[src/rtl/icache_pkg.sv]
`default_nettype none

package icache_pkg;

    // widths with a meaning of their own
    typedef logic [31:0] paddr_t;
    typedef logic [31:0] inst_t;
    typedef logic [1:0]  lane_mask_t;
    typedef logic [19:0] tag_t;       // pc[31:12]
    typedef logic [6:0]  set_idx_t;   // pc[11:5]
    typedef logic [1:0]  pair_sel_t;  // pc[4:3]
    typedef logic [3:0]  bus_len_t;
    typedef logic [1:0]  out_cause_t;

    localparam int unsigned LINE_WORDS = 8;
    // top nibble of the uncached window
    localparam logic [3:0] UNCACHED_HI = 4'hA;

    // why the bundle stage fires this cycle
    localparam out_cause_t CAUSE_NONE = 2'd0;
    localparam out_cause_t CAUSE_HIT  = 2'd1;
    localparam out_cause_t CAUSE_FILL = 2'd2;

    typedef struct packed {
        logic valid;
        tag_t tag;
    } tag_entry_t;

    typedef struct packed {
        paddr_t     pc;
        lane_mask_t mask;
        logic [7:0] predict;
    } fetch_req_t;

    typedef struct packed {
        paddr_t      pc;
        inst_t [1:0] insts;
        lane_mask_t  mask;
        logic [7:0]  predict;
    } fetch_bundle_t;

    typedef struct packed {
        set_idx_t set;
        logic     way;
    } maint_req_t;

    // one word pair inside a set
    typedef struct packed {
        set_idx_t  set;
        pair_sel_t pair;
    } data_addr_t;

    typedef enum logic [2:0] {
        LOOKUP,
        MISS_REQ,
        MISS_DATA,
        UNC_REQ,
        UNC_DATA
    } ic_state_e;

endpackage

`default_nettype wire
[src/rtl/icache_fetch_pack.sv]
`default_nettype none
`timescale 1ns/10ps

module icache_fetch_pack import icache_pkg::*; #(
    parameter int unsigned WAY_NUM = 2
) (
    input  logic                      clk,
    input  logic                      rst_n,
    input  logic                      flush_i,
    input  fetch_req_t                req_q_i,
    input  out_cause_t                out_cause_i,
    input  logic                      hit_way_i,
    input  inst_t [WAY_NUM-1:0][1:0]  way_pair_i,
    input  inst_t [1:0]               fill_pair_i,
    output logic                      bundle_valid_o,
    output fetch_bundle_t             bundle_o
);

    logic fill_q;

    // refill bundle goes out the cycle after its last beat
    always_ff @(posedge clk) begin
        if (!rst_n) begin
            fill_q <= 1'b0;
        end else begin
            fill_q <= (out_cause_i == CAUSE_FILL) && !flush_i;
        end
    end

    always_comb begin
        bundle_o.pc      = req_q_i.pc;
        bundle_o.mask    = req_q_i.mask;
        bundle_o.predict = req_q_i.predict;
        bundle_o.insts   = fill_q ? fill_pair_i : way_pair_i[hit_way_i];
    end

    // empty mask or flush kills the strobe
    assign bundle_valid_o = ((out_cause_i == CAUSE_HIT) || fill_q)
                            && (|req_q_i.mask) && !flush_i;

endmodule

`default_nettype wire

[config.mk]
export PLATFORM = sky130hd
export DESIGN_NAME = icache_fetch_pack
export DESIGN_NICKNAME = d
export VERILOG_FILES = /design/src/rtl/icache_pkg.sv /design/src/rtl/icache_fetch_pack.sv
export SDC_FILE = /design/constraint.sdc
export NUM_CORES = 1
export LEC_CHECK = 0
export BUFFER_PORTS_ARGS = -buffer_cell sky130_fd_sc_hd__buf_2
export CORE_AREA = 3 3 133 135
export CTS_CLUSTER_DIAMETER = 80
export DETAILED_ROUTE_END_ITERATION = 8
export DIE_AREA = 0 0 136 138
export SYNTH_ARGS = -nofsm -noshare
export SYNTH_HDL_FRONTEND = slang
export SYNTH_SLANG_ARGS = --single-unit
[constraint.sdc]
create_clock -name clk -period 0.95 [get_ports clk]
set_input_delay 0.1425 -clock clk [delete_from_list [all_inputs] [get_ports clk]]
set_output_delay 0.1425 -clock clk [all_outputs]
set_load 0.01 [all_outputs]
[After elaboration in Yosys (flattened, before gate mapping)]
Index checks and enable logic that the tools add are counted.
Storage, ports and cells
  memory bits (writable): 0
  ROM bits: 0
  output and inout port bits: 107
  memories: 0
  word-level logic and storage cells: 13
  latch bits: 0
  flip-flop bits (word level): 1
Cells by class
  div/mod/pow operators: 0
  multiplexer cells: 3
  equal/unequal tests: 2
  order comparisons: 1
  add/sub/neg operators: 0
  reduce and logical (&&, ||, !) cells: 6
  bitwise gates (word level): 0
  shifts and indexed selects: 0
  multipliers: 0
Operators by type and width (number)
  2-to-1 mux 64 bit: 3
  logical AND 1 bit: 3
  == test 2 x 1 -> 1 bit, second input constant: 1
  == test 2 bit, second input constant: 1
  less-than comparator 1 x 2 -> 1 bit, second input constant: 1
  OR reduction 2 bit: 1
  logical NOT 1 bit: 1
  logical OR 1 bit: 1

[Longest topological paths before layout]
  word-level depth: 4
  mapped depth: 4
  gate-level depth less buffers: 2

[Worst setup path before layout]
No wires, ideal clock.
  kind: register -> output
  from: reg fill_q
  to: out bundle_o[21] in the netlist's numbering
  arrival time: 0.919 ns
  stages on the path, launching flop included: 5
  buffers on the path: 2
  slack: -0.112 ns
  required time: 0.808 ns
  path through: dfxtp_1 > buf_4 > clkbuf_1 > nand2_1 > o21ai_1
RTL lines
  start: declaration: RTL line icache_fetch_pack.sv:19  | logic fill_q;
  start signal: assignment: RTL line icache_fetch_pack.sv:26  | fill_q <= (out_cause_i == CAUSE_FILL) && !flush_i;
  end: declaration: RTL line icache_fetch_pack.sv:16  | output fetch_bundle_t bundle_o

==> out/qor.txt <==
Startpoint types -> flop
Initial antenna violation count -> 0
Failing checks -> setup timing
Cts hold-fix bufs -> 0
Placed insts -> 698
Pwr Density -> 448 nW/um^2
GRT Resource Usage Total -> 0.0823
Chip width -> 136 microns
CTS clk-pin slew, worst paths -> 0 ns
Post-synth top flop -> dfxtp_1
Reg with most FFs -> fill_q
Kind of critical path -> flop to output pin
Number of flops mapped to enable cells by yosys -> 0
Top Registers -> fill_q x1
Cell count after synthesis -> 261
Status -> finished, violations left
Ant. Diodes -> 0
Synth warn -> 0
Yosys cell types -> 15
Yosys reg bits -> 1
Max Clock Freq -> 877 MHz
Max VDD drop -> 0.144 mV
Placement Setup Slack -> -0.409 ns
Post-synthesis instance area -> 1770 sq um
Fill cells -> 1855
Critical path's largest stage delay -> 0.38 ns
GRT overflow -> 0
Final setup viols -> 65
First-pass GRT wire length -> 12.7 mm
Fin. max-slew vios -> 0
Number of global-route vias before repair -> 2443
Worst EP required -> 0.81 ns
CP max stage cell -> dfxtp_4
Die area -> 18800 sq um
Routed len/inst -> 16.3 microns
Max reg flops -> 1
Worst hold path type -> input port to output pin
Vias/cell -> 3.93
Cell Rows -> 47
Core area -> 16600 sq um
Crit-path max FO -> 9
DRC Markers -> 0
Vias -> 2846
Nets -> 747
Arrival time worst endpoint -> 1.00 ns
Final period util -> 1.20
Pin count of the biggest net entering global routing -> 69
Crit path cell chain -> buf_12, clkbuf_16, nand2_1, o21ai_1, buf_2
Seq/Total Area, Yosys -> 0.0113
Max_cap viols -> 0
TritonRoute pass-1 iters -> 4
Post-DP HPWL -> 7.29 mm
Top-area cell type share of the netlist area -> 0.362
RSZ-0062 raised after global routing -> true
Slew HR -> 0.796
Final ANT Viol Nets -> 0
Slew @ Worst Pin -> 0.302 ns
Async S/R FF share, synth -> 0
Crit path time final -> 1.14 ns
Share of cells above drive strength 1 -> 0.729
Final setup margin -> -0.190 ns
CP Capture Type -> output pin
Syn Area/Cell -> 6.77 sq um
I/O pins -> 347
Finished Layout Cells -> 725
WL final -> 11.8 mm
Post-Route Setup TNS -> -9.45 ns
Area grow syn2layout -> 121%
Synth area leader -> mux2i_1
Final Wtd Congestion -> 0.763
Pleak -> 0.00199 uW
Initial DRC Count -> 81
I/O Buffers -> 266
Initial core utilization -> 0.107
Post-synth top cells -> mux2i_1, nand2_1, o21ai_1
Die Y -> 138 microns
Syn nets -> 501
Synth area leaders -> mux2i_1, buf_4, o21ai_1, nand2_1, buf_12
Hold Fails Final Rpt -> 0
-- per-stage QoR --
stage	area [sq um]	power, uW	util	hold WS [ns]
6_report	3910	1750	0.236	0.285
5_1_grt	3910	1900	0.236	0.285
4_1_cts	3300	1530	0.199	0.285
3_5_place_dp	3080	1390	0.186	0.285
3_3_place_gp	3080	1380	0.186	0.285
2_1_floorplan	1830	861	-	0.218
-- layer usage --
metal  track usage  vias up  part of all wire
met5             0        -                 0
met4        0.0218        0             0.022
met3        0.0189       22             0.099
met2         0.158      188              0.50
met1        0.0885     1282              0.38
li1              -     1354                 -
-- critical path, delay by kind of cell (launching register included) --
family,cells,cell delay (ns)
buffers and inverters,3,0.50
flip-flops,1,0.38
AO/OA/AOI/OAI,1,0.07
AND/OR/NAND/NOR,1,0.05
-- final timing paths --
| kind | start | end | slack, ns | cells after the start |
|---|---|---|---|---|
| setup / recovery | fill_q | bundle_o[42] | -0.19 | 5 |
| hold / removal | req_q_i[12] | bundle_o[76] | 0.29 | 0 |
-- kinds of logic after synthesis --
family	synth area share
simple gates	0.147
compound gates	0.185
mux	0.362
buf+inv	0.294
flops	0.0113
-- what timing repair did --
item,4_1_cts,5_1_grt
pin swaps,3,9
resized for setup,22,66
endpoints found under the hold margin,0,0
endpoints found under the setup margin,65,65
gates cloned,3,16
setup buffers,3,6
-- cell type report --
type,count,area (sq um),share of cell area
tap,220,275,0.0703
sequential,1,23.8,0.00607
multi-input combinational,196,1520,0.387
inverter,1,3.75,0.000959
timing repair buffer,307,2100,0.535
-- placed cells by master, fill, tap and decap left out --
master       n
dfxtp_4      1
a211oi_2     1
buf_12       8
nand2b_1     1
buf_4        7
buf_8        5
buf_6        9
o21ai_1     31
nand2_4      2
inv_2        1
nand2_1     53
nor4bb_1     1
mux2i_1     50
nor2_1       1
mux2i_4      6
nand2_2      9
o21ai_4      2
buf_16       6
buf_2      263
o21ai_2     31
mux2i_2      8
clkbuf_16    9
-- report_power, final --
group	total, uW	internal (uW)	switching, uW
clock	0	0	0
sequential	45.0	42.1	2.90
combinational	1710	950	758
Note: power is estimated with default switching activity, not from simulation.
