### config.mk
export PLATFORM = sky130hd
export DESIGN_NAME = icache_refill_ctrl
export DESIGN_NICKNAME = d
export VERILOG_FILES = /design/src/rtl/icache_pkg.sv /design/src/rtl/icache_refill_ctrl.sv
export SDC_FILE = /design/constraint.sdc
export NUM_CORES = 1
export LEC_CHECK = 0
export BUFFER_PORTS_ARGS = -buffer_cell sky130_fd_sc_hd__buf_2
export CORE_ASPECT_RATIO = 0.9
export CORE_UTILIZATION = 45
export DETAILED_ROUTE_END_ITERATION = 16
export MAX_ROUTING_LAYER = met4
export PLACE_DENSITY = 0.67
export SYNTH_ARGS = -nofsm -noshare
export SYNTH_HDL_FRONTEND = slang
export SYNTH_SLANG_ARGS = --single-unit
### constraint.sdc
create_clock -name clk -period 4.1 [get_ports clk]
set_clock_uncertainty 0.05 [all_clocks]
set_input_delay 0.41 -clock clk [delete_from_list [all_inputs] [get_ports clk]]
set_output_delay 0.41 -clock clk [all_outputs]
set_load 0.01 [all_outputs]
### src/rtl/icache_pkg.sv
`default_nettype none

package icache_pkg;

    // widths with a meaning of their own
    typedef logic [31:0] paddr_t;
    typedef logic [31:0] inst_t;
    typedef logic [1:0]  lane_mask_t;
    typedef logic [19:0] tag_t;       // pc[31:12]
    typedef logic [6:0]  set_idx_t;   // pc[11:5]
    typedef logic [1:0]  pair_sel_t;  // pc[4:3]
    typedef logic [3:0]  bus_len_t;
    typedef logic [1:0]  out_cause_t;

    localparam int unsigned LINE_WORDS = 8;
    // top nibble of the uncached window
    localparam logic [3:0] UNCACHED_HI = 4'hA;

    // why the bundle stage fires this cycle
    localparam out_cause_t CAUSE_NONE = 2'd0;
    localparam out_cause_t CAUSE_HIT  = 2'd1;
    localparam out_cause_t CAUSE_FILL = 2'd2;

    typedef struct packed {
        logic valid;
        tag_t tag;
    } tag_entry_t;

    typedef struct packed {
        paddr_t     pc;
        lane_mask_t mask;
        logic [7:0] predict;
    } fetch_req_t;

    typedef struct packed {
        paddr_t      pc;
        inst_t [1:0] insts;
        lane_mask_t  mask;
        logic [7:0]  predict;
    } fetch_bundle_t;

    typedef struct packed {
        set_idx_t set;
        logic     way;
    } maint_req_t;

    // one word pair inside a set
    typedef struct packed {
        set_idx_t  set;
        pair_sel_t pair;
    } data_addr_t;

    typedef enum logic [2:0] {
        LOOKUP,
        MISS_REQ,
        MISS_DATA,
        UNC_REQ,
        UNC_DATA
    } ic_state_e;

endpackage

`default_nettype wire
### src/rtl/icache_refill_ctrl.sv
`default_nettype none
`timescale 1ns/10ps

module icache_refill_ctrl import icache_pkg::*; #(
    parameter int unsigned WAY_NUM = 2,
    parameter int unsigned SET_NUM = 128
) (
    input  logic                      clk,
    input  logic                      rst_n,
    input  logic                      flush_i,
    input  logic                      req_valid_q_i,
    input  tag_t                      tag_i,
    input  set_idx_t                  set_i,
    input  pair_sel_t                 pair_i,
    input  logic                      uncached_i,
    input  lane_mask_t                mask_i,
    input  tag_entry_t [WAY_NUM-1:0]  way_tag_i,
    input  logic                      maint_valid_i,
    input  maint_req_t                maint_req_i,
    output logic                      maint_ready_o,
    output logic                      fetch_ready_o,
    output logic                      bus_addr_valid_o,
    output paddr_t                    bus_addr_o,
    output bus_len_t                  bus_len_o,
    input  logic                      bus_resp_ready_i,
    input  logic                      bus_data_valid_i,
    input  inst_t                     bus_data_i,
    output logic [WAY_NUM-1:0]        tag_we_o,
    output logic [WAY_NUM-1:0]        data_we_o,
    output tag_entry_t                wr_tag_o,
    output data_addr_t                wr_data_addr_o,
    output inst_t [1:0]               wr_data_o,
    output logic                      hit_way_o,
    output out_cause_t                out_cause_o,
    output inst_t [1:0]               fill_pair_o
);

    localparam int unsigned SET_W = $clog2(SET_NUM);

    ic_state_e          state_q, state_d;
    logic [2:0]         cnt_q;
    logic [SET_NUM-1:0] rr_q;
    logic               resume_q;
    inst_t              low_q;
    inst_t [1:0]        fill_pair_q;

    logic [WAY_NUM-1:0] hit_vec;
    logic               need_bus;
    logic               pending;
    logic               victim;
    logic               unc_last;
    logic               fill_done;

    always_comb begin
        hit_vec   = '0;
        hit_way_o = 1'b0;
        for (int w = 0; w < WAY_NUM; w++) begin
            hit_vec[w] = way_tag_i[w].valid && (way_tag_i[w].tag == tag_i);
            if (hit_vec[w]) begin
                hit_way_o = 1'(w);
            end
        end
    end

    // the held request is stale until a new fetch slot opens after a refill
    assign pending  = req_valid_q_i && !resume_q;
    assign need_bus = (state_q == LOOKUP) && pending && !flush_i && (|mask_i)
                      && (uncached_i || !(|hit_vec));

    assign maint_ready_o = (state_q == LOOKUP) && !pending;
    assign fetch_ready_o = (state_q == LOOKUP) && !need_bus && !maint_valid_i;

    assign victim    = rr_q[set_i[SET_W-1:0]];
    assign unc_last  = (mask_i != 2'b11) || cnt_q[0];
    assign fill_done = (state_q inside {MISS_DATA, UNC_DATA}) && (state_d == LOOKUP);

    always_comb begin
        state_d          = state_q;
        bus_addr_valid_o = 1'b0;
        bus_addr_o       = {tag_i, set_i, 5'b0};
        bus_len_o        = bus_len_t'(LINE_WORDS);
        tag_we_o         = '0;
        data_we_o        = '0;
        wr_tag_o         = '{valid: 1'b1, tag: tag_i};
        wr_data_addr_o   = '{set: set_i, pair: cnt_q[2:1]};
        wr_data_o        = {bus_data_i, low_q};
        out_cause_o      = CAUSE_NONE;
        // uncached: first masked word, one beat per lane
        if (uncached_i) begin
            bus_addr_o = {tag_i, set_i, pair_i, ~mask_i[0], 2'b00};
            bus_len_o  = (mask_i == 2'b11) ? 4'd2 : 4'd1;
        end
        unique case (state_q)
            LOOKUP: begin
                if (maint_valid_i && maint_ready_o) begin
                    tag_we_o[maint_req_i.way] = 1'b1;
                    wr_tag_o                  = '{valid: 1'b0, tag: '0};
                    wr_data_addr_o.set        = maint_req_i.set;
                end else if (need_bus) begin
                    bus_addr_valid_o = 1'b1;
                    if (uncached_i) begin
                        state_d = bus_resp_ready_i ? UNC_DATA : UNC_REQ;
                    end else begin
                        state_d = bus_resp_ready_i ? MISS_DATA : MISS_REQ;
                    end
                end else if (pending) begin
                    out_cause_o = CAUSE_HIT;
                end
            end
            MISS_REQ, UNC_REQ: begin
                bus_addr_valid_o = 1'b1;
                if (bus_resp_ready_i) begin
                    state_d = (state_q == MISS_REQ) ? MISS_DATA : UNC_DATA;
                end
            end
            MISS_DATA: begin
                // odd beat completes a pair
                if (bus_data_valid_i && cnt_q[0]) begin
                    data_we_o[victim] = 1'b1;
                    if (cnt_q == 3'd7) begin
                        tag_we_o[victim] = 1'b1;
                        state_d          = LOOKUP;
                        if (req_valid_q_i) begin
                            out_cause_o = CAUSE_FILL;
                        end
                    end
                end
            end
            UNC_DATA: begin
                if (bus_data_valid_i && unc_last) begin
                    state_d = LOOKUP;
                    if (req_valid_q_i) begin
                        out_cause_o = CAUSE_FILL;
                    end
                end
            end
            default: state_d = LOOKUP;
        endcase
    end

    always_ff @(posedge clk) begin
        if (!rst_n) begin
            state_q  <= LOOKUP;
            cnt_q    <= '0;
            rr_q     <= '0;
            resume_q <= 1'b0;
        end else begin
            state_q <= state_d;
            if (fill_done) begin
                resume_q <= 1'b1;
            end else if (fetch_ready_o) begin
                resume_q <= 1'b0;
            end
            if (state_q == LOOKUP) begin
                cnt_q <= '0;
            end else if (bus_data_valid_i) begin
                cnt_q <= cnt_q + 3'd1;
            end
            // round-robin victim flips once per line fill
            if (fill_done && (state_q == MISS_DATA)) begin
                rr_q[set_i[SET_W-1:0]] <= ~victim;
            end
        end
    end

    always_ff @(posedge clk) begin
        if (bus_data_valid_i && (state_q == MISS_DATA)) begin
            if (!cnt_q[0]) begin
                low_q <= bus_data_i;
            end else if (cnt_q[2:1] == pair_i) begin
                fill_pair_q <= {bus_data_i, low_q};
            end
        end else if (bus_data_valid_i && (state_q == UNC_DATA)) begin
            fill_pair_q[cnt_q[0] ^ ~mask_i[0]] <= bus_data_i;
        end
    end

    assign fill_pair_o = fill_pair_q;

endmodule

`default_nettype wire

[Word-level counts from Yosys, hierarchy flattened]
Index checks and enable logic that the tools add are counted.
Word-level totals
  register bits after elaboration: 231
  output and inout bits: 204
  word-level logic and storage cells: 127
Cells by class
  add/sub/neg operators: 1
  magnitude comparators: 8
  eq/ne operators: 12
  multiplexer cells: 54
  bitwise operators: 5
  reduce and logical (&&, ||, !) cells: 40
Operators with widths (count)
  64-bit 2-to-1 mux: 4
  128-bit bitwise mux: 1
  64-bit bitwise mux: 1
  21-bit 2-to-1 mux: 2
  20-bit == test: 2
  32-bit demux with 1-bit select: 1
  32-bit 2-to-1 mux: 1
  3-bit 2-to-1 mux: 9
  2-bit 2-to-1 mux: 11
  1-bit logical AND: 21
  7-bit 2-to-1 mux: 2
  1-bit 2-to-1 mux: 12
  3-bit case mux with 4 select lines: 1
  7-bit by 8-bit < comparator with 1-bit output, second input constant: 1
  2-bit OR reduction: 4
  1-bit binary-select mux with 7-bit select: 1
  1-bit demux with 7-bit select: 1
  7-bit by 1-bit greater-or-equal comparator with 1-bit output, second input constant: 1
  3-bit by 2-bit == test with 1-bit output, second input constant: 2
  3-bit == test, second input constant: 2
  1-bit logical NOT: 6
  3-bit logical NOT: 2
  1-bit by 2-bit < comparator with 1-bit output, second input constant: 3
  2-bit case mux with 3 select lines: 1
  18 further kinds: 28

[Longest topological paths before layout]
Gate-level depths: netlist (run 1).
  depth in word-level cells: 12
  mapped depth: 10

[Worst setup path after synthesis (run 1)]
Ideal clock, no wire load.
  kind: input-to-reg
  start point: input bus_data_valid_i
  end point: register fill_pair_q, in the netlist fill_pair_o[32], enable pin
  library setup time: 0.421 ns
  arrival: 2.969 ns
  data required time: 3.629 ns
  slack: 0.660 ns
  stages: 7
  cell sequence: clkbuf_1 and3_1 clkbuf_1 nor2_1 clkbuf_1 clkbuf_1 nor2_1
Between the ends
  cells in the longest elaborated chain, start to end: 3
  elaborated cells on any way between the ends: 6
RTL lines
  start, declared: line icache_refill_ctrl.sv:26  | input logic bus_data_valid_i,
  1-bit logical AND (on tied branches): line icache_refill_ctrl.sv:167, icache_refill_ctrl.sv:173
  2-bit by 1-bit inequality test with 1-bit output (no line), or another cell as far along
  3-bit AND reduction (no line) (*)
  end signal, assigned: line icache_refill_ctrl.sv:171  | fill_pair_q <= {bus_data_i, low_q};
  end signal, assigned by index: line icache_refill_ctrl.sv:174  | fill_pair_q[cnt_q[0] ^ ~mask_i[0]] <= bus_data_i;
  end, declared: line icache_refill_ctrl.sv:45  | inst_t [1:0] fill_pair_q;
Every way passes the cells marked *; elsewhere a longest branch is shown, timed or not.
A chain may end at the register's enable or synchronous reset.

[Final worst setup path (run 1)]
  start point: register state_q[1]
  end point: output tag_we_o[0]
Between the ends
  cells in the longest elaborated chain, start to end: 5
  elaborated cells on any way between the ends: 6
RTL lines
  start, declared: line icache_refill_ctrl.sv:40  | ic_state_e state_q, state_d;
  start signal, assigned: line icache_refill_ctrl.sv:148  | state_q <= state_d;
  3-bit logical NOT: line icache_refill_ctrl.sv:70, icache_refill_ctrl.sv:93
  1-bit logical AND: line icache_refill_ctrl.sv:70  | assign maint_ready_o = (state_q == LOOKUP) && !pending;
  1-bit logical AND: line icache_refill_ctrl.sv:95  | if (maint_valid_i && maint_ready_o) begin
  2-bit 2-to-1 mux: line icache_refill_ctrl.sv:95
  2-bit case mux with 2 select lines (*): line icache_refill_ctrl.sv:93  | unique case (state_q)
  end, declared: line icache_refill_ctrl.sv:28  | output logic [WAY_NUM-1:0] tag_we_o,
Marked as above.

==> summary.md, run 1 <==
| Metric | Value |
|---|---|
| Setup bufs post-CTS | `0` |
| Final hold vios | `0` |
| FF-to-FF setup slack | `1070 ps` |
| Worst Setup End Kind | `output port` |
| PnR Total Power | `5.12 mW` |
| Fin area | `0.0142 mm2` |
| Initial core utilization | `0.460` |
| Status | `finished clean` |
| Wire per inst | `19.2 um` |
| First-pass GRT wire length | `52,900 um` |
| Root buf cell | `clkbuf_16` |
| Gpl congestion | `0.857` |
| Routed Antenna Nets | `0` |
| Synthesized-area fraction occupied by adder cells | `0.00312` |
| Clock Sinks | `231` |
| Slew margin rel. | `0.227` |
| Leakage power | `5.48 nW` |
| GRT Resource Usage Total | `0.252` |
| Die ar. | `0.0274 mm2` |
| Layout Nets | `1,578` |
| CP top delay family | `simple AND/OR/NAND/NOR gates` |
| Number of global-route vias before repair | `9,175` |
| Asr flop ratio synth | `0` |
| Post-synthesis cell type count | `69` |
| Post-synth EDFFs | `96` |
| Hold depth | `1` |
| Max stage delay on crit path | `640 ps` |
| Placed cell areas | `0.0134 mm2` |
| Antenna diode instance count | `0` |
| RSZ-0062 raised after global routing | `no` |
| Reg2reg end | `rr_q[84]` |
| Sequential cell area | `0.00559 mm2` |
| DR vias/cell | `5.56` |
| CTS tree | `done` |
| Multiplexer share of the synthesized area | `0.0589` |
| Final setup viols | `0` |
| Clk buf depth | `3` |
| Tcrit/Tclk final | `0.885` |
| Post-CTS Hold Fix Bufs | `0` |
| Total Routed Length | `34,900 um` |
| Met1 GRT Util | `0.345` |
| Worst r2r path cells | `9` |
| Multi-input logic area | `0.00556 mm2` |
| Largest net degree at the start of global routing | `105` |
| Port Buffers | `321` |
| Share of layout cells above drive strength 1 | `0.294` |
| Ys flop type | `dfxtp_1` |
| Synthesis-to-finish area growth | `18.1%` |
| CTS buffer count | `25` |
| Crit path required time | `3640 ps` |
| Setup Crit Path Kind | `flop to output port` |
| Worst path arrival time | `3170 ps` |
| Largest family of logic cells by synthesized area | `compound AO/OA/AOI/OAI gates` |
| XOR/XNOR Fraction of Synth Area | `0.0320` |
| Synth Area in Compound Gates | `0.182` |
| Initial antenna violation count | `0` |
| Post-synthesis simple-gate area fraction | `0.180` |
| Startpoint Class | `flop` |
| CTS HTree Levels | `1` |
| Worst Slack Setup Final | `473 ps` |
| Synthesized area per cell | `9.71 um2` |
| Busiest grt layer | `met2` |
| HP Class | `primary input to flop` |
| Standard-cell rows | `56` |
| Mapped Area | `0.0120 mm2` |
| Crit path max fanout | `9` |
| Std-Cell Core Area | `0.0262 mm2` |
| DRT Pass-1 Iters | `5` |
| Die Wd | `174 um` |
| Peak supply drop | `0.264 mV` |
| Max Slew Vio Count | `0` |
| Post_cts resized | `0` |
| Initial drt markers | `896` |
| Vias | `10,131` |
| #FFs+latches synth | `231` |
| Clk pin slew, worst setup/hold paths | `60 ps` |
| Fmax | `276 MHz` |
| Final worst path period need | `3630 ps` |
| Placement Setup Slack | `738 ps` |
| Post-route setup TNS | `0 ps` |
| Die height | `157 um` |
| Commonest non-fill, non-tap cell in the layout | `buf_2` |
| IO Pins | `325` |
| Met3 GRT Util | `0.0391` |
| M2 GR Usage | `0.389` |
| Worst r2r src | `cnt_q[0]` |
| Synthesized instance count | `1,241` |
| Worst path cell trace | `or3_1, nor3b_2, clkinv_1, nor2_1, a41o_1, buf_2` |
| CP max-delay cell | `nor3b_2` |
| CP bufs+invs | `2` |
| Global route overflow | `0` |
| Worst-Skew Late Latency | `520 ps` |
| Max Cap Viol | `0` |
| Slew @ Worst Pin | `1160 ps` |
| Ys Warns | `0` |
| Commonest cells after routing, fill and taps aside | `buf_2, nand2_1, dfxtp_1` |
| Hold Startpoint | `bus_data_i[4]` |
| Drc violations | `0` |
| Pwr/cell area | `360 mW/mm2` |
| Fill cell count | `2,399` |
| Seq/Total Area, Yosys | `0.464` |
| Dpl hpwl | `24,100 um` |
| Hold EP | `low_q[4]` |
[power by group]
group / internal, mW / switching [mW] / leakage [nW] / total [mW]
Sequential: 2.41 / 0.00822 / 1.96 / 2.42
Combinational: 0.199 / 0.332 / 3.14 / 0.531
Clock: 1.26 / 0.908 / 0.383 / 2.17
Total: 3.87 / 1.25 / 5.48 / 5.12
[cells in the mapped netlist, types with 6 or more instances]
library cell  number  area share
a21boi_0          19       0.012
a21oi_1           12      0.0050
a22o_1            34       0.025
a22oi_1            7      0.0044
and2_1             7      0.0036
buf_2             14      0.0058
buf_4             68       0.042
buf_6              6      0.0056
clkbuf_1          72       0.022
dfxtp_1          135        0.22
edfxtp_1          96        0.24
mux2i_1           45       0.037
mux4_2             7       0.013
nand2_1          156       0.049
nand3_1           22      0.0091
nand4_1            9      0.0047
nor2_1            95       0.030
nor2b_1           77       0.040
nor4_1            57       0.030
o21a_1            98       0.061
o21ai_0           31       0.013
o22ai_1           32       0.017
o22ai_2           20       0.021
xnor2_1            6      0.0044
xor2_1            38       0.028
[worst register-to-register path: cells and delay by family, from the launching register on]
family | cells | cell delay [ps]
simple gates | 5 | 1360
compound gates | 1 | 140
buf+inv | 1 | 370
fa+ha+maj | 2 | 440
flops | 1 | 600
[final cells by class]
cell class,instances,share of cell area
clock buffers,36,0.0497
repair buffers,349,0.129
flip-flops and latches,231,0.393
multi-input cells,841,0.391
clock inverters,10,0.00581
inverters,6,0.00158
well taps,348,0.0306
[how the worst max path moves through the flow]
| stage | from | endpoint | slack [ps] | cells past startpoint |
|---|---|---|---|---|
| 6_report | state_q[1] | tag_we_o[0] | 470 | 6 |
| 5_1_grt | state_q[1] | tag_we_o[0] | 410 | 6 |
| 4_1_cts | state_q[1] | tag_we_o[0] | 620 | 6 |
| 3_5_place_dp | set_i[2] | tag_we_o[0] | 740 | 9 |
| 3_3_place_gp | set_i[2] | tag_we_o[0] | 840 | 9 |
| 2_1_floorplan | bus_data_valid_i | fill_pair_o[32] | 660 | 7 |
[state kept, by name, summed over array words and instances, names as in the netlist]
name,count
resume_q,1
cnt_q,3
state_q,3
low_q,32
rr_q,128
fill_pair_o,64
[per-stage QoR]
step	instances	utilization	hold slack [ps]
floorplan	1243	-	391
global placement	1775	0.513	400
detailed placement	1775	0.513	409
CTS	1821	0.543	40.9
global route	1821	0.543	36.2
finish	1821	0.543	56.7
[per-layer routing]
metal  up-vias  wire length (um)
met2       382             16100
met5         -                 0
li1       4814                 -
met4         0               706
met1      4896             15700
met3        39              2420
[logic make-up after synthesis]
kind of cell               count (synthesis)
buffers and inverters                    171
adders and majority gates                  3
DFF                                      231
other                                      1
AOI/OAI and AO/OA                        286
muxes                                     59
and+or+nand+nor                          446
xor gates and xnor gates                  44
No activity file was read; power rests on OpenSTA's default activity.
==> run 2: changes to the inputs <==
Settings changed: CORE_MARGIN from default to 3.
==> summary.md, run 2 (synthesized netlist as in run 1, its figures left out) <==
| Metric | Value |
|---|---|
| Max Slew Vio Count | `0` |
| DR vias/cell | `5.49` |
| Die ar. | `0.0288 mm2` |
| Worst-Skew Late Latency | `520 ps` |
| Post-route setup TNS | `0 ps` |
| Slew margin rel. | `0.246` |
| Vias | `10,016` |
| Standard-cell rows | `56` |
| Share of layout cells above drive strength 1 | `0.296` |
| Placement Setup Slack | `762 ps` |
| WHS | `56.7 ps` |
| First-pass GRT wire length | `53,100 um` |
| Total Routed Length | `35,400 um` |
| Gpl congestion | `0.840` |
| Worst Setup End Kind | `output port` |
| Synthesis-to-finish area growth | `18.7%` |
| IO Pins | `325` |
| Initial antenna violation count | `1` |
| Gate power share | `0.101` |
| Startpoint Class | `primary input` |
| Switching Share | `0.243` |
| Die height | `161 um` |
| DRT Pass-1 Iters | `5` |
| Routed Antenna Nets | `0` |
| Non-Filler Instances | `1,824` |
| Crit path max fanout | `27` |
| Global route overflow | `0` |
| Pint | `3.98 mW` |
| Dpl hpwl | `24,100 um` |
| Root buf cell | `clkbuf_16` |
| Clk pin slew, worst setup/hold paths | `60 ps` |
| Peak supply drop | `0.250 mV` |
| Slew @ Worst Pin | `1130 ps` |
| Setup Crit Path Kind | `primary input to output port` |
| Max stage delay on crit path | `450 ps` |
| Hold depth | `1` |
| Clock Sinks | `231` |
| Commonest non-fill, non-tap cell in the layout | `buf_2` |
| Std-Cell Core Area | `0.0262 mm2` |
| Number of global-route vias before repair | `9,314` |
| Worst r2r path cells | `10` |
| Wire per inst | `19.4 um` |
| Worst path arrival time | `2920 ps` |
| Clock share of power | `0.438` |
| Largest net degree at the start of global routing | `101` |
| Die Wd | `178 um` |
| Placed Cells | `1,777` |
| Leakage power | `5.51 nW` |
| Largest Register | `rr_q` |
| Net switching power | `1.28 mW` |
| CTS HTree Levels | `1` |
| Setup bufs post-CTS | `0` |
| Post_cts resized | `0` |
| Final hold vios | `0` |
| Fin area | `0.0143 mm2` |
| HP Class | `primary input to flop` |
| Final worst path period need | `3380 ps` |
| Commonest cells after routing, fill and taps aside | `buf_2, nand2_1, dfxtp_1` |
| GRT Resource Usage Total | `0.237` |
| CTS tree | `done` |
| Placed cell areas | `0.0135 mm2` |
| Clk buf depth | `3` |
| Drc violations | `0` |
| Tcrit/Tclk final | `0.824` |
| Max Cap Viol | `0` |
| Final setup viols | `0` |
| Sequential power share | `0.461` |
| Fmax | `296 MHz` |
| RSZ-0062 raised after global routing | `no` |
| Layout Nets | `1,581` |
| Post-CTS Hold Fix Bufs | `0` |
| Largest register FFs | `128` |
| Port Buffers | `321` |
| Worst Slack Setup Final | `722 ps` |
| Crit path required time | `3640 ps` |
| Initial core utilization | `0.460` |
| CP max-delay cell | `buf_4` |
| Worst path cell trace | `buf_2, buf_4, mux2i_1, o221ai_1, a32oi_2, buf_4, nor3b_2, and4_1, buf_2` |
| CTS buffer count | `26` |
| Pwr/cell area | `367 mW/mm2` |
| Status | `finished clean` |
| Initial drt markers | `946` |
## run 2: cell types whose count changed in the layout (fill, tap and decap cells not counted)
cell / previous run / this run
nor2_2: 2 / 1
diode_2: 0 / 1
clkinv_1: 3 / 5
clkbuf_16: 25 / 27
clkinvlp_2: 1 / 0
clkbuf_1: 7 / 4
nor2_4: 2 / 3
clkinvlp_4: 1 / 3
clkinv_2: 3 / 2
buf_4: 28 / 30
bufinv_16: 1 / 2
clkbuf_8: 4 / 2
## run 2: area by class of cell
type                    count  area [um2]
clock inverters            13         125
fillers                  2367       11900
diodes                      1        2.50
clock buffers              33         718
repair buffers            351        1850
multi-input cells         841        5560
inverters                   6        22.5
flip-flops and latches    231        5590
well taps                 348         435
## run 2: worst paths after layout
| kind | slack (ps) | to | startpoint |
|---|---|---|---|
| setup reg to reg | 1210 | rr_q[45] | cnt_q[0] |
| setup / recovery | 720 | data_we_o[0] | set_i[0] |
| hold reg to reg | 420 | rr_q[61] | rr_q[61] |
| hold / removal | 60 | low_q[22] | bus_data_i[22] |
## run 2: power by group through the flow
| stage | clock [mW] | sequential (mW) | combinational (mW) |
|---|---|---|---|
| 4_1_cts | 2.33 | 2.42 | 0.530 |
| 3_3_place_gp | 0 | 2.47 | 0.523 |
| 5_1_grt | 2.42 | 2.42 | 0.574 |
| 3_5_place_dp | 0 | 2.47 | 0.528 |
| 2_1_floorplan | 0 | 2.48 | 0.334 |
| 6_report | 2.30 | 2.42 | 0.530 |
## run 2: per-stage QoR
step	util	power, mW
2_1_floorplan	-	2.81
3_3_place_gp	0.513	2.99
3_5_place_dp	0.513	3.00
4_1_cts	0.545	5.28
5_1_grt	0.546	5.42
6_report	0.546	5.25
## run 2: critical path: cells and delay by family
kind	cells	cell delay, ps
buffers and inverters	4	1170
AO/OA/AOI/OAI	2	380
multiplexers	1	270
AND/OR/NAND/NOR	2	650
## run 2: per-layer routing
| metal | share of wire | GRT usage | vias up |
|---|---|---|---|
| met4 | 0.021 | 0.0542 | 0 |
| met2 | 0.46 | 0.366 | 355 |
| met1 | 0.45 | 0.329 | 4786 |
| met3 | 0.069 | 0.0388 | 41 |
| met5 | 0 | - | - |
| li1 | - | - | 4834 |
