<file path="config.mk">
export PLATFORM = sky130hd
export DESIGN_NAME = icache_addr_decode
export DESIGN_NICKNAME = d
export VERILOG_FILES = /design/src/rtl/icache_pkg.sv /design/src/rtl/icache_addr_decode.sv
export SDC_FILE = /design/constraint.sdc
export NUM_CORES = 1
export LEC_CHECK = 0
export BUFFER_PORTS_ARGS = -buffer_cell sky130_fd_sc_hd__buf_4
export CAP_MARGIN = 10
export CORE_AREA = 2 2 70 72
export CTS_CLUSTER_SIZE = 30
export DETAILED_ROUTE_END_ITERATION = 16
export DIE_AREA = 0 0 72 74
export MAX_ROUTING_LAYER = met4
export PLACE_DENSITY = 0.8
export SYNTH_ARGS = -nofsm -noshare
export SYNTH_HDL_FRONTEND = slang
export SYNTH_SLANG_ARGS = --single-unit
export TNS_END_PERCENT = 5
</file>
<file path="constraint.sdc">
create_clock -name clk -period 1.4 [get_ports clk]
set_input_delay 0.28 -clock clk [delete_from_list [all_inputs] [get_ports clk]]
set_output_delay 0.28 -clock clk [all_outputs]
set_load 0.02 [all_outputs]
</file>
<file path="src/rtl/icache_pkg.sv">
`default_nettype none

package icache_pkg;

    // widths with a meaning of their own
    typedef logic [31:0] paddr_t;
    typedef logic [31:0] inst_t;
    typedef logic [1:0]  lane_mask_t;
    typedef logic [19:0] tag_t;       // pc[31:12]
    typedef logic [6:0]  set_idx_t;   // pc[11:5]
    typedef logic [1:0]  pair_sel_t;  // pc[4:3]
    typedef logic [3:0]  bus_len_t;
    typedef logic [1:0]  out_cause_t;

    localparam int unsigned LINE_WORDS = 8;
    // top nibble of the uncached window
    localparam logic [3:0] UNCACHED_HI = 4'hA;

    // why the bundle stage fires this cycle
    localparam out_cause_t CAUSE_NONE = 2'd0;
    localparam out_cause_t CAUSE_HIT  = 2'd1;
    localparam out_cause_t CAUSE_FILL = 2'd2;

    typedef struct packed {
        logic valid;
        tag_t tag;
    } tag_entry_t;

    typedef struct packed {
        paddr_t     pc;
        lane_mask_t mask;
        logic [7:0] predict;
    } fetch_req_t;

    typedef struct packed {
        paddr_t      pc;
        inst_t [1:0] insts;
        lane_mask_t  mask;
        logic [7:0]  predict;
    } fetch_bundle_t;

    typedef struct packed {
        set_idx_t set;
        logic     way;
    } maint_req_t;

    // one word pair inside a set
    typedef struct packed {
        set_idx_t  set;
        pair_sel_t pair;
    } data_addr_t;

    typedef enum logic [2:0] {
        LOOKUP,
        MISS_REQ,
        MISS_DATA,
        UNC_REQ,
        UNC_DATA
    } ic_state_e;

endpackage

`default_nettype wire
</file>
<file path="src/rtl/icache_addr_decode.sv">
`default_nettype none
`timescale 1ns/10ps

module icache_addr_decode import icache_pkg::*; (
    input  logic       clk,
    input  logic       rst_n,
    input  logic       flush_i,
    input  logic       fetch_valid_i,
    input  logic       fetch_ready_i,
    input  fetch_req_t fetch_req_i,
    output fetch_req_t req_q_o,
    output logic       req_valid_q_o,
    output tag_t       tag_o,
    output set_idx_t   set_o,
    output pair_sel_t  pair_o,
    output logic       uncached_o
);

    paddr_t idx_pc;

    always_ff @(posedge clk) begin
        if (!rst_n) begin
            req_valid_q_o <= 1'b0;
        end else if (flush_i) begin
            req_valid_q_o <= 1'b0;
        end else if (fetch_ready_i) begin
            req_valid_q_o <= fetch_valid_i;
        end
    end

    always_ff @(posedge clk) begin
        if (fetch_ready_i && fetch_valid_i) begin
            req_q_o <= fetch_req_i;
        end
    end

    // incoming pc while accepting, else the held request
    assign idx_pc = fetch_ready_i ? fetch_req_i.pc : req_q_o.pc;
    assign set_o  = idx_pc[11:5];
    assign pair_o = idx_pc[4:3];

    assign tag_o      = req_q_o.pc[31:12];
    assign uncached_o = (req_q_o.pc[31:28] == UNCACHED_HI);

endmodule

`default_nettype wire

</file>
Word-level counts from Yosys, hierarchy flattened
Cells that the tools add are included.
{"block": "op_classes", "bitwise": 1, "eq_ne": 1, "n_reduce_logical": 2, "muxes": 1}
{"cell": "$mux W12", "count": 1}
{"cell": "$eq A4 B4 Y1 const B", "count": 1}
{"cell": "$reduce_or A2 Y1", "count": 1}
{"cell": "$logic_and A1 B1 Y1", "count": 1}
{"cell": "$not A1 Y1", "count": 1}
{"block": "totals", "in_bits": 47, "register_bits": 43, "elab_cells": 9}

Depth between registers and ports, before layout
Gate-level depths: netlist (run 1).
{"block": "logic_depth", "ltp_word": 2, "ltp_mapped": 2, "ltp_nobuf": 2}

Worst setup path after synthesis (run 1)
No wires, ideal clock.
{"block": "synth_path", "kind": "reg-to-output", "startpoint": "register req_q_o[38] (netlist bit)", "endpoint": "output port uncached_o", "setup_slack_ns": -0.129, "path_stages_with_launch": 2, "arrival_time_ns": 1.249, "t_required_ns": 1.120, "path_buffers": 0, "path_cell_list": "edfxtp_1 nor4bb_1"}
{"block": "synth_between", "elab_chain_len": 1}
{"element": "start, declared", "line": "icache_addr_decode.sv:11", "source": "output fetch_req_t req_q_o,"}
{"element": "start signal, assigned", "line": "icache_addr_decode.sv:33", "source": "req_q_o <= fetch_req_i;"}
{"element": "$eq A4 B4 Y1", "line": "icache_addr_decode.sv:43", "source": "assign uncached_o = (req_q_o.pc[31:28] == UNCACHED_HI);"}
{"element": "end, declared", "line": "icache_addr_decode.sv:16", "source": "output logic uncached_o"}
Every way passes these cells.

Worst setup path in the final report (run 1)
{"block": "layout_path", "startpoint": "register req_q_o[40] (netlist bit)", "endpoint": "output port uncached_o"}
The elaborated chain is that of the path after synthesis.

==> flow_summary.yaml, run 1 <==
sta:
  maxSlewViolCount: 0
  achievable-frequency_ghz: 0.698
  worst_pin_slew_ns: 0.201
  setup_tns_ns: -0.0942
  report.final.setup_viol: 5
  postLayoutSetupSlackWorst_ns: -0.0318
  final_period_minus_worst_setup_slack_ns: 1.43
  fin_crit_sh_pct: 102
  timing.slew.headroom_pct: 86.4
  finClkSkew_ns: 0
  rsz0062_at_grt: "true"
  timing_hold_violations_final: 0
min_path:
  holdCritPathClass: "in -> reg"
  timing.hold.worst.start: "flush_i"
floorplanning:
  start_util_pct: 35.1
  io-pin-count: 120
  floorplan.die.width_um: 72
  fp.dieArea_um2: 5330
  core.rowCount: 25
  die_h_um: 74
  core-area_um2: 4600
synth:
  synth_enable_flop_cells: 42
  synth_seq_cells: 43
  synthesis.nets: 124
  synth_largest_type_area_fraction_pct: 78.2
  synth-async-reset-ratio_pct: 0
  syn-cell-area_um2: 1610
  dominantRegCellSynth: "sky130_fd_sc_hd__edfxtp_1"
  synth_seq_area_share_pct: 79.4
  yosys.area.top_type: "sky130_fd_sc_hd__edfxtp_1"
  synth.avg_cell_area_um2: 20.9
  synthesis.yosys.warnings: 0
  synthCells: 77
  yosys.cell_types.count: 9
  synth.cells.most_frequent: "42 x sky130_fd_sc_hd__edfxtp_1, 20 x sky130_fd_sc_hd__buf_4, 9 x sky130_fd_sc_hd__mux2_4"
  synth.area.top_cells: "sky130_fd_sc_hd__edfxtp_1 78%, sky130_fd_sc_hd__buf_4 9.3%, sky130_fd_sc_hd__mux2_4 8.4%"
  yosys.cell_count.top_type: "sky130_fd_sc_hd__edfxtp_1"
setup_path:
  setup.worst_path.end_class: "output port"
  highest_fanout_seen_on_the_critical_path: 2
  timing_worst_setup_path_type: "reg -> out"
  crit_path_start_kind: "flip-flop"
  regToRegEndpoint: "req_valid_q_o"
  reg2reg_from: "req_valid_q_o"
  critical_path.endpoint: "uncached_o"
  r2r_setup_slack_ns: 0.73
  cp_data_required_time_ns: 1.12
  startpoint: "req_q_o[40]"
  cp_data_arrival_time_ns: 1.15
  worst_r2r_path_depth: 2
clock_network:
  clk_latency_ns: 0.29
  cts_buffer_depth: 2
  clock_tree_from_tritoncts: "yes"
  clock_net_sink_count: 43
  clk_transition_reported_paths_ns: 0.08
  cts.root.buffer_cell: "sky130_fd_sc_hd__clkbuf_8"
  cts-buffers-inserted: 5
  ctsHtreeMaxLevel: 2
layout:
  post_layout_nonfiller_instances: 241
  antenna_cells: 0
  share_of_layout_cells_above_drive_strength_1_pct: 75.9
  nFillCells: 375
  area_delta_synth_final_pct: 61.1
  num-nets-final: 233
placement:
  place.port_buffers: 119
  globalplace.congestion: 0.745
  dp_cells: 231
drt:
  detail_route.vias_per_cell: 4.37
  drt_pass1_iterations: 3
  post-route-drc-count: 0
  ant_nets: 0
  total_detailed_routing_wirelength_mm: 3.32
  wl_per_cell_um: 13.8
  routed-via-count: 1053
  drt_iter0_markers: 26
global_routing:
  grt_overflow_total: 0
  pin_count_of_the_biggest_net_entering_global_routing: 21
  grt_pass1_vias: 1000
  grt_first_pass_wirelength_mm: 4.84
  grt_use_total_pct: 12.9
  initial_antenna_violation_count: 0
power:
  sw_frac_of_total_pct: 25.5
  power_report.internal_total_mw: 2.17
  ir_drop_worst_case_vdd_mv: 0.693
  p_leak_nw: 1.14
  totalPowerFinal_mw: 2.91
  power_density_nw_per_um2: 1120
  pwr-share-seq_pct: 53.1
  clock_power_share_pct: 25.9
  p_sw_mw: 0.742
  pwr-share-comb_pct: 21.0
status:
  run_status: "finished, violations left"
  failing_checks: "setup timing"
job:
  cap_viol_max_count: 0
## routing by layer
metal	up-vias	wire [um]	global-route usage, %
li1	484	-	-
met1	489	1190	14.1
met2	74	1720	21.3
met3	6	353	4.74
met4	0	57	5.66
met5	-	0	-
## worst max-delay path, stage by stage, from the launching register on
cell	delay, ns
sky130_fd_sc_hd__edfxtp_1	0.40
sky130_fd_sc_hd__nor4bb_2	0.29
sky130_fd_sc_hd__buf_4	0.18
## timing repair
action / in CTS / in global routing
pin swaps: 1 / 0
setup endpoints to repair: 10 / 10
resized for setup: 9 / 0
buffers inserted: 2 / 0
hold buffers: 0 / 0
## through the flow
stage               instance area, um^2  hold WS [ns]  util (%)  setup WS, ns
floorplan                          1620         0.356         -        0.0455
global placement                   2460         0.443      53.5         0.166
detailed placement                 2460         0.451      53.5         0.157
CTS                                2600         0.126      56.5       -0.0606
global route                       2600         0.121      56.5       -0.0887
finish                             2600         0.140      56.5       -0.0318
## worst min path at each step
stage	end	depth (start not counted)
after floorplan	req_valid_q_o	1
after global placement	req_valid_q_o	2
after detailed placement	req_valid_q_o	2
after CTS	req_valid_q_o	2
after global routing	req_valid_q_o	2
final	req_valid_q_o	2
## placed cells by master (no fill, tap or decap)
cell / instances
sky130_fd_sc_hd__buf_4: 112
sky130_fd_sc_hd__nor3b_1: 1
sky130_fd_sc_hd__dfxtp_1: 1
sky130_fd_sc_hd__nor4bb_2: 1
sky130_fd_sc_hd__clkinvlp_4: 2
sky130_fd_sc_hd__and2_4: 1
sky130_fd_sc_hd__buf_12: 2
sky130_fd_sc_hd__edfxtp_1: 42
sky130_fd_sc_hd__buf_6: 9
sky130_fd_sc_hd__clkbuf_8: 5
sky130_fd_sc_hd__mux2_4: 9
sky130_fd_sc_hd__mux2i_1: 1
sky130_fd_sc_hd__clkinv_2: 1
## final cells by class
| type | instances | area (um^2) | area share, % |
|---|---|---|---|
| Clock buffer | 5 | 68.8 | 2.65 |
| Clock inverter | 3 | 20.0 | 0.771 |
| Multi-Input combinational cell | 13 | 178 | 6.84 |
| Sequential cell | 43 | 1280 | 49.3 |
| Tap cell | 54 | 67.6 | 2.60 |
| Timing Repair Buffer | 123 | 982 | 37.8 |
## power groups by stage
stage          clock network [mW]  logic, mW  registers [mW]
2_1_floorplan                   0      0.204            1.68
3_3_place_gp                    0      0.586            1.58
3_5_place_dp                    0      0.593            1.58
4_1_cts                     0.794      0.618            1.55
5_1_grt                     0.853      0.641            1.56
6_report                    0.754      0.611            1.55
## state kept, by name, indices dropped and copies added, names as in the netlist
| signal | cells |
|---|---|
| req_q_o | 42 |
| req_valid_q_o | 1 |
## kinds of logic (layout without fill, tap and decap cells)
| family | count (synthesis) | count (layout) | synth area share [%] |
|---|---|---|---|
| buffers and inverters | 21 | 131 | 10.0 |
| DFF | 43 | 43 | 79.4 |
| muxes | 10 | 10 | 9.00 |
| and+or+nand+nor | 3 | 3 | 1.55 |
(Power assumes the default switching activity.)
==> run 2, diff against run 1 <==
CORE_AREA = 2 2 63 80   (was 2 2 70 72)
DIE_AREA = 0 0 65 82   (was 0 0 72 74)
PLACE_DENSITY = 0.79   (was 0.8)
RECOVER_POWER = 25   (was not set)
==> run 2 against run 1 <==
Net effect: the run still ends with setup timing left; sequential cell count stayed put; die area hardly changed; non-clock buffer count did not move; fmax increased by 0.23%; hold slack gained 0.0054 ns.
==> flow_summary.yaml, run 2 (synthesis gave the netlist of run 1 again) <==
status:
  run_status: "finished, violations left"
  failing_checks: "setup timing"
clock_network:
  clk_latency_ns: 0.28
  hold_fix_buffer_count_after_cts: 0
  clk_transition_reported_paths_ns: 0.08
  ctsHtreeMaxLevel: 2
  cts_buffer_depth: 2
  cts-buffers-inserted: 5
  cts.root.buffer_cell: "sky130_fd_sc_hd__clkbuf_8"
  clock_tree_from_tritoncts: "yes"
  clock_net_sink_count: 43
layout:
  area_delta_synth_final_pct: 61.1
  share_of_layout_cells_above_drive_strength_1_pct: 75.8
  commonest_cells_after_routing_fill_and_taps_aside: "75 x sky130_fd_sc_hd__buf_4, 42 x sky130_fd_sc_hd__edfxtp_1, 37 x sky130_fd_sc_hd__clkbuf_4"
  max_reg_flops: 42
  reg_top3: "req_q_o (42), req_valid_q_o (1)"
  mostFrequentLayoutCell: "sky130_fd_sc_hd__buf_4"
  post_layout_nonfiller_instances: 246
  antenna_cells: 0
  largest-register: "req_q_o"
  num-nets-final: 233
placement:
  globalplace.congestion: 0.675
  place.port_buffers: 119
  dp_cells: 237
  dp.final_hpwl_mm: 2.70
power:
  power_density_nw_per_um2: 1110
  ir_drop_worst_case_vdd_mv: 0.618
  totalPowerFinal_mw: 2.88
  p_leak_nw: 1.14
sta:
  timing_hold_violations_final: 0
  timing.slew.headroom_pct: 86.4
  worst_pin_slew_ns: 0.201
  achievable-frequency_ghz: 0.700
  finClkSkew_ns: 0
  fin_crit_sh_pct: 102
  maxSlewViolCount: 0
  rsz0062_at_grt: "true"
  final_period_minus_worst_setup_slack_ns: 1.43
  postLayoutSetupSlackWorst_ns: -0.0285
  report.final.setup_viol: 1
setup_path:
  crit_path_start_kind: "flip-flop"
  reg2reg_from: "req_valid_q_o"
  setup.worst_path.end_class: "output port"
  r2r_setup_slack_ns: 0.78
  worst_r2r_path_depth: 2
  timing_worst_setup_path_type: "reg -> out"
  regToRegEndpoint: "req_valid_q_o"
  highest_fanout_seen_on_the_critical_path: 2
  cp_data_arrival_time_ns: 1.15
  cp_data_required_time_ns: 1.12
min_path:
  timing.hold.worst.start: "flush_i"
  hold_critical_path_depth: 2
  holdCritPathClass: "in -> reg"
  whs_endpoint: "req_valid_q_o"
global_routing:
  pin_count_of_the_biggest_net_entering_global_routing: 26
  grt_first_pass_wirelength_mm: 4.71
  initial_antenna_violation_count: 0
  grt_overflow_total: 0
  grt_pass1_vias: 1011
  grt_use_total_pct: 12.7
floorplanning:
  fp.dieArea_um2: 5330
  die_h_um: 82
  floorplan.die.width_um: 65
  core-area_um2: 4590
  core.rowCount: 28
  io-pin-count: 120
  start_util_pct: 35.1
drt:
  total_detailed_routing_wirelength_mm: 3.34
  detail_route.vias_per_cell: 4.23
  ant_nets: 0
  drt_pass1_iterations: 2
  wl_per_cell_um: 13.6
  drt_iter0_markers: 23
  post-route-drc-count: 0
  routed-via-count: 1040
job:
  cap_viol_max_count: 0
==> run 2: cell types whose count changed in the layout (fill, tap and decap cells not counted) <==
cell	delta
sky130_fd_sc_hd__buf_4	-37
sky130_fd_sc_hd__clkbuf_4	+37
sky130_fd_sc_hd__clkinvlp_4	-2
sky130_fd_sc_hd__clkinv_4	+1
==> run 2: routing by layer <==
layer  vias up  global-route usage [%]  share of wire (%)
li1        483                       -                  -
met1       480                    12.3                 33
met2        71                    22.0                 54
met3         6                    6.30                 12
met4         0                    4.47                1.3
met5         -                       -                  0
==> run 2: final cells by class <==
class	count	area (um^2)
Clock buffer	5	68.8
Multi-Input combinational cell	13	178
Tap cell	60	75.1
Fill cell	381	1990
Timing Repair Buffer	123	982
Sequential cell	43	1280
Clock inverter	2	13.8
==> run 2: metrics by stage <==
| step | area, um^2 | setup WS (ns) | utilization [%] | TNS (ns) | hold slack [ns] |
|---|---|---|---|---|---|
| 2_1_floorplan | 1620 | 0.0455 | - | 0 | 0.356 |
| 3_3_place_gp | 2470 | 0.152 | 53.8 | 0 | 0.441 |
| 3_5_place_dp | 2470 | 0.139 | 53.8 | 0 | 0.445 |
| 4_1_cts | 2590 | -0.0544 | 56.5 | -0.0652 | 0.137 |
| 5_1_grt | 2600 | -0.118 | 56.6 | -0.348 | 0.126 |
| 6_report | 2600 | -0.0285 | 56.6 | -0.0285 | 0.145 |
==> run 2: timing repair <==
item | 4_1_cts | 5_1_grt
resized for setup | 7 | 2
endpoints found under the setup margin | 8 | 10
pin swaps | 1 | 0
hold endpoints to repair | 0 | 0
setup buffers | 2 | 0
==> run 2: power by group <==
group	switching [mW]	internal (mW)
combinational	0.296	0.311
sequential	0.0383	1.51
clock	0.387	0.341
==> run 2: worst max-delay path, cell delays in order, from the launching register on <==
cell and delay, ns:
sky130_fd_sc_hd__edfxtp_1 0.40, sky130_fd_sc_hd__nor4bb_2 0.29, sky130_fd_sc_hd__buf_4 0.18
==> run 2: worst max path at each step <==
stage,start,endpoint,slack [ns]
floorplan,req_q_o[38],uncached_o,0.05
global placement,fetch_ready_i,set_o[2],0.15
detailed placement,fetch_ready_i,pair_o[0],0.14
CTS,req_q_o[40],uncached_o,-0.05
global route,req_q_o[40],uncached_o,-0.12
finish,req_q_o[40],uncached_o,-0.03
==> run 3, diff against run 2 <==
--- a/config.mk
+++ b/config.mk
@@ -6,12 +6,13 @@
 export NUM_CORES = 1
 export LEC_CHECK = 0
+export ABC_AREA = 1
 export BUFFER_PORTS_ARGS = -buffer_cell sky130_fd_sc_hd__buf_4
 export CAP_MARGIN = 10
-export CORE_AREA = 2 2 63 80
+export CORE_AREA = 2 2 64 81
 export CTS_CLUSTER_SIZE = 30
 export DETAILED_ROUTE_END_ITERATION = 16
-export DIE_AREA = 0 0 65 82
+export DIE_AREA = 0 0 66 83
 export MAX_ROUTING_LAYER = met4
-export PLACE_DENSITY = 0.79
+export PLACE_DENSITY = 0.77
 export RECOVER_POWER = 25
 export SYNTH_ARGS = -nofsm -noshare
==> constraint.sdc (replaced) <==
create_clock -name clk -period 1.4 [get_ports clk]
set_input_delay 0.14 -clock clk [delete_from_list [all_inputs] [get_ports clk]]
set_output_delay 0.14 -clock clk [all_outputs]
set_load 0.02 [all_outputs]
==> run 3 against run 2 <==
Net effect: the flow now finishes without violations; critical path type unchanged; synthesized cell count grew 30%; wire length fell by 2.4%; sequential share of layout area rose by 1.9 points; register-to-register slack improved by 0.06 ns.
==> flow_summary.yaml, run 3 <==
status:
  run_status: "completed"
clock_network:
  ctsResizeCount: 0
  clk_latency_ns: 0.28
  hold_fix_buffer_count_after_cts: 0
  clk_transition_reported_paths_ns: 0.08
  cts_buffer_depth: 2
  cts-buffers-inserted: 5
  cts_setup_buffers: 0
  clock_net_sink_count: 43
  clock_tree_from_tritoncts: "yes"
  ctsHtreeMaxLevel: 2
  cts.root.buffer_cell: "sky130_fd_sc_hd__clkbuf_8"
layout:
  reg_top3: "req_q_o (42), req_valid_q_o (1)"
  mostFrequentLayoutCell: "sky130_fd_sc_hd__buf_4"
  largest-register: "req_q_o"
  max_reg_flops: 42
  post_layout_nonfiller_instances: 267
  area_delta_synth_final_pct: 57.3
  num-nets-final: 253
  commonest_cells_after_routing_fill_and_taps_aside: "80 x sky130_fd_sc_hd__buf_4, 42 x sky130_fd_sc_hd__edfxtp_1, 37 x sky130_fd_sc_hd__clkbuf_4"
  postLayoutCellArea_um2: 2500
  antenna_cells: 0
  finish.utilization_pct: 53.3
  share_of_layout_cells_above_drive_strength_1_pct: 62.8
global_routing:
  grt_overflow_total: 0
  use_met2_pct: 21.6
  grt_pass1_vias: 1018
  use_met3_pct: 4.20
  gr-usage-met1_pct: 11.7
  initial_antenna_violation_count: 0
  pin_count_of_the_biggest_net_entering_global_routing: 43
  grt.busiest_layer: "met2"
  grt_use_total_pct: 11.9
  grt_first_pass_wirelength_mm: 4.80
synth:
  synth.area.top_cells: "sky130_fd_sc_hd__edfxtp_1 79%, sky130_fd_sc_hd__buf_4 9.4%, sky130_fd_sc_hd__nand2_1 7.1%"
  syn-cell-area_um2: 1590
  synth-async-reset-ratio_pct: 0
  dominantRegCellSynth: "sky130_fd_sc_hd__edfxtp_1"
  synth.avg_cell_area_um2: 15.9
  yosys.cell_types.count: 10
  synth_enable_flop_cells: 42
  yosys.area.top_type: "sky130_fd_sc_hd__edfxtp_1"
  synthCells: 100
  synth_seq_area_share_pct: 80.5
  yosys.cell_count.top_type: "sky130_fd_sc_hd__edfxtp_1"
  synthesis.nets: 147
  synthesis.yosys.warnings: 0
  synth_largest_type_area_fraction_pct: 79.2
  synth_seq_cells: 43
  synth.cells.most_frequent: "42 x sky130_fd_sc_hd__edfxtp_1, 30 x sky130_fd_sc_hd__nand2_1, 20 x sky130_fd_sc_hd__buf_4, 2 x sky130_fd_sc_hd__inv_1"
floorplanning:
  die_h_um: 83
  core-area_um2: 4690
  io-pin-count: 120
  fp.dieArea_um2: 5480
  start_util_pct: 33.9
  core.rowCount: 28
  floorplan.die.width_um: 66
power:
  power_density_nw_per_um2: 1140
  ir_drop_worst_case_vdd_mv: 0.536
  totalPowerFinal_mw: 2.85
  p_leak_nw: 1.11
sta:
  fin_hold_ws_ns: 0.0408
  fin_crit_sh_pct: 85.9
  postLayoutSetupSlackWorst_ns: 0.197
  finClkSkew_ns: 0
  setup_tns_ns: 0
  timing_hold_violations_final: 0
  final_period_minus_worst_setup_slack_ns: 1.20
  achievable-frequency_ghz: 0.831
  rsz0062_at_grt: "false"
  report.final.setup_viol: 0
  worst_pin_slew_ns: 0.218
  maxSlewViolCount: 0
  timing.slew.headroom_pct: 85.5
placement:
  place.port_buffers: 119
  dp_cells: 259
  globalplace.congestion: 0.702
  dp.final_hpwl_mm: 2.55
  dpl_cell_area_um2: 2420
  dpl_worst_slack_ns: 0.384
drt:
  total_detailed_routing_wirelength_mm: 3.25
  drt_pass1_iterations: 4
  ant_nets: 0
  wl_per_cell_um: 12.2
  drt_iter0_markers: 18
  routed-via-count: 1118
  detail_route.vias_per_cell: 4.19
  post-route-drc-count: 0
setup_path:
  r2r_setup_slack_ns: 0.84
  startpoint: "req_q_o[38]"
  crit_path_start_kind: "flip-flop"
  timing_worst_setup_path_type: "reg -> out"
  worst_r2r_path_depth: 2
  cp_data_arrival_time_ns: 1.06
  critical_path.endpoint: "uncached_o"
  setup.worst_path.end_class: "output port"
  highest_fanout_seen_on_the_critical_path: 3
  reg2reg_from: "req_valid_q_o"
  regToRegEndpoint: "req_valid_q_o"
  cp_data_required_time_ns: 1.26
job:
  cap_viol_max_count: 0
min_path:
  holdCritPathClass: "in -> reg"
-- run 3: changes by cell type in the layout (fill, tap and decap cells not counted), sizes merged, moves of 2 or more --
cell	change
clkinvlp	+3
mux2	-9
nand2	+31
buf	-5
inv	+2
clkbuf	+2
-- run 3: final cells by class --
type	count	area, um^2
fill	412	2190
sequential	43	1280
timing repair buffer	120	906
multi-input combinational	33	138
tap	60	75.1
clock buffer	5	68.8
clock inverter	3	20.0
inverter	3	15.0
-- run 3: worst min-delay path by stage --
stage | startpoint | depth (start not counted) | endpoint
6_report | fetch_req_i[15] | 1 | req_q_o[15]
5_1_grt | fetch_req_i[36] | 1 | req_q_o[36]
4_1_cts | fetch_req_i[41] | 1 | req_q_o[41]
3_5_place_dp | fetch_req_i[12] | 1 | req_q_o[12]
3_3_place_gp | fetch_req_i[9] | 1 | req_q_o[9]
2_1_floorplan | fetch_req_i[0] | 0 | req_q_o[0]
-- run 3: routing by layer --
metal | wire, um | part of all wire [%] | vias to the layer above
met5 | 0 | 0 | -
met4 | 40 | 1.2 | 0
met3 | 314 | 9.6 | 5
met2 | 1770 | 55 | 76
met1 | 1130 | 35 | 504
li1 | - | - | 533
-- run 3: kinds of logic after synthesis --
kind of cell,synth area share (%)
and+or+nand+nor,8.10
AOI/OAI and AO/OA,0.550
DFF,80.5
buffers and inverters,10.8
-- run 3: critical path: stages, from the launching register on --
cell and delay, ns:
sky130_fd_sc_hd__edfxtp_1 0.41, sky130_fd_sc_hd__nor3_1 0.20, sky130_fd_sc_hd__buf_4 0.17
-- run 3: power by group --
part | switching (mW) | total [mW] | internal [mW]
Sequential | 0.0375 | 1.55 | 1.51
Combinational | 0.298 | 0.558 | 0.259
Clock | 0.403 | 0.749 | 0.347
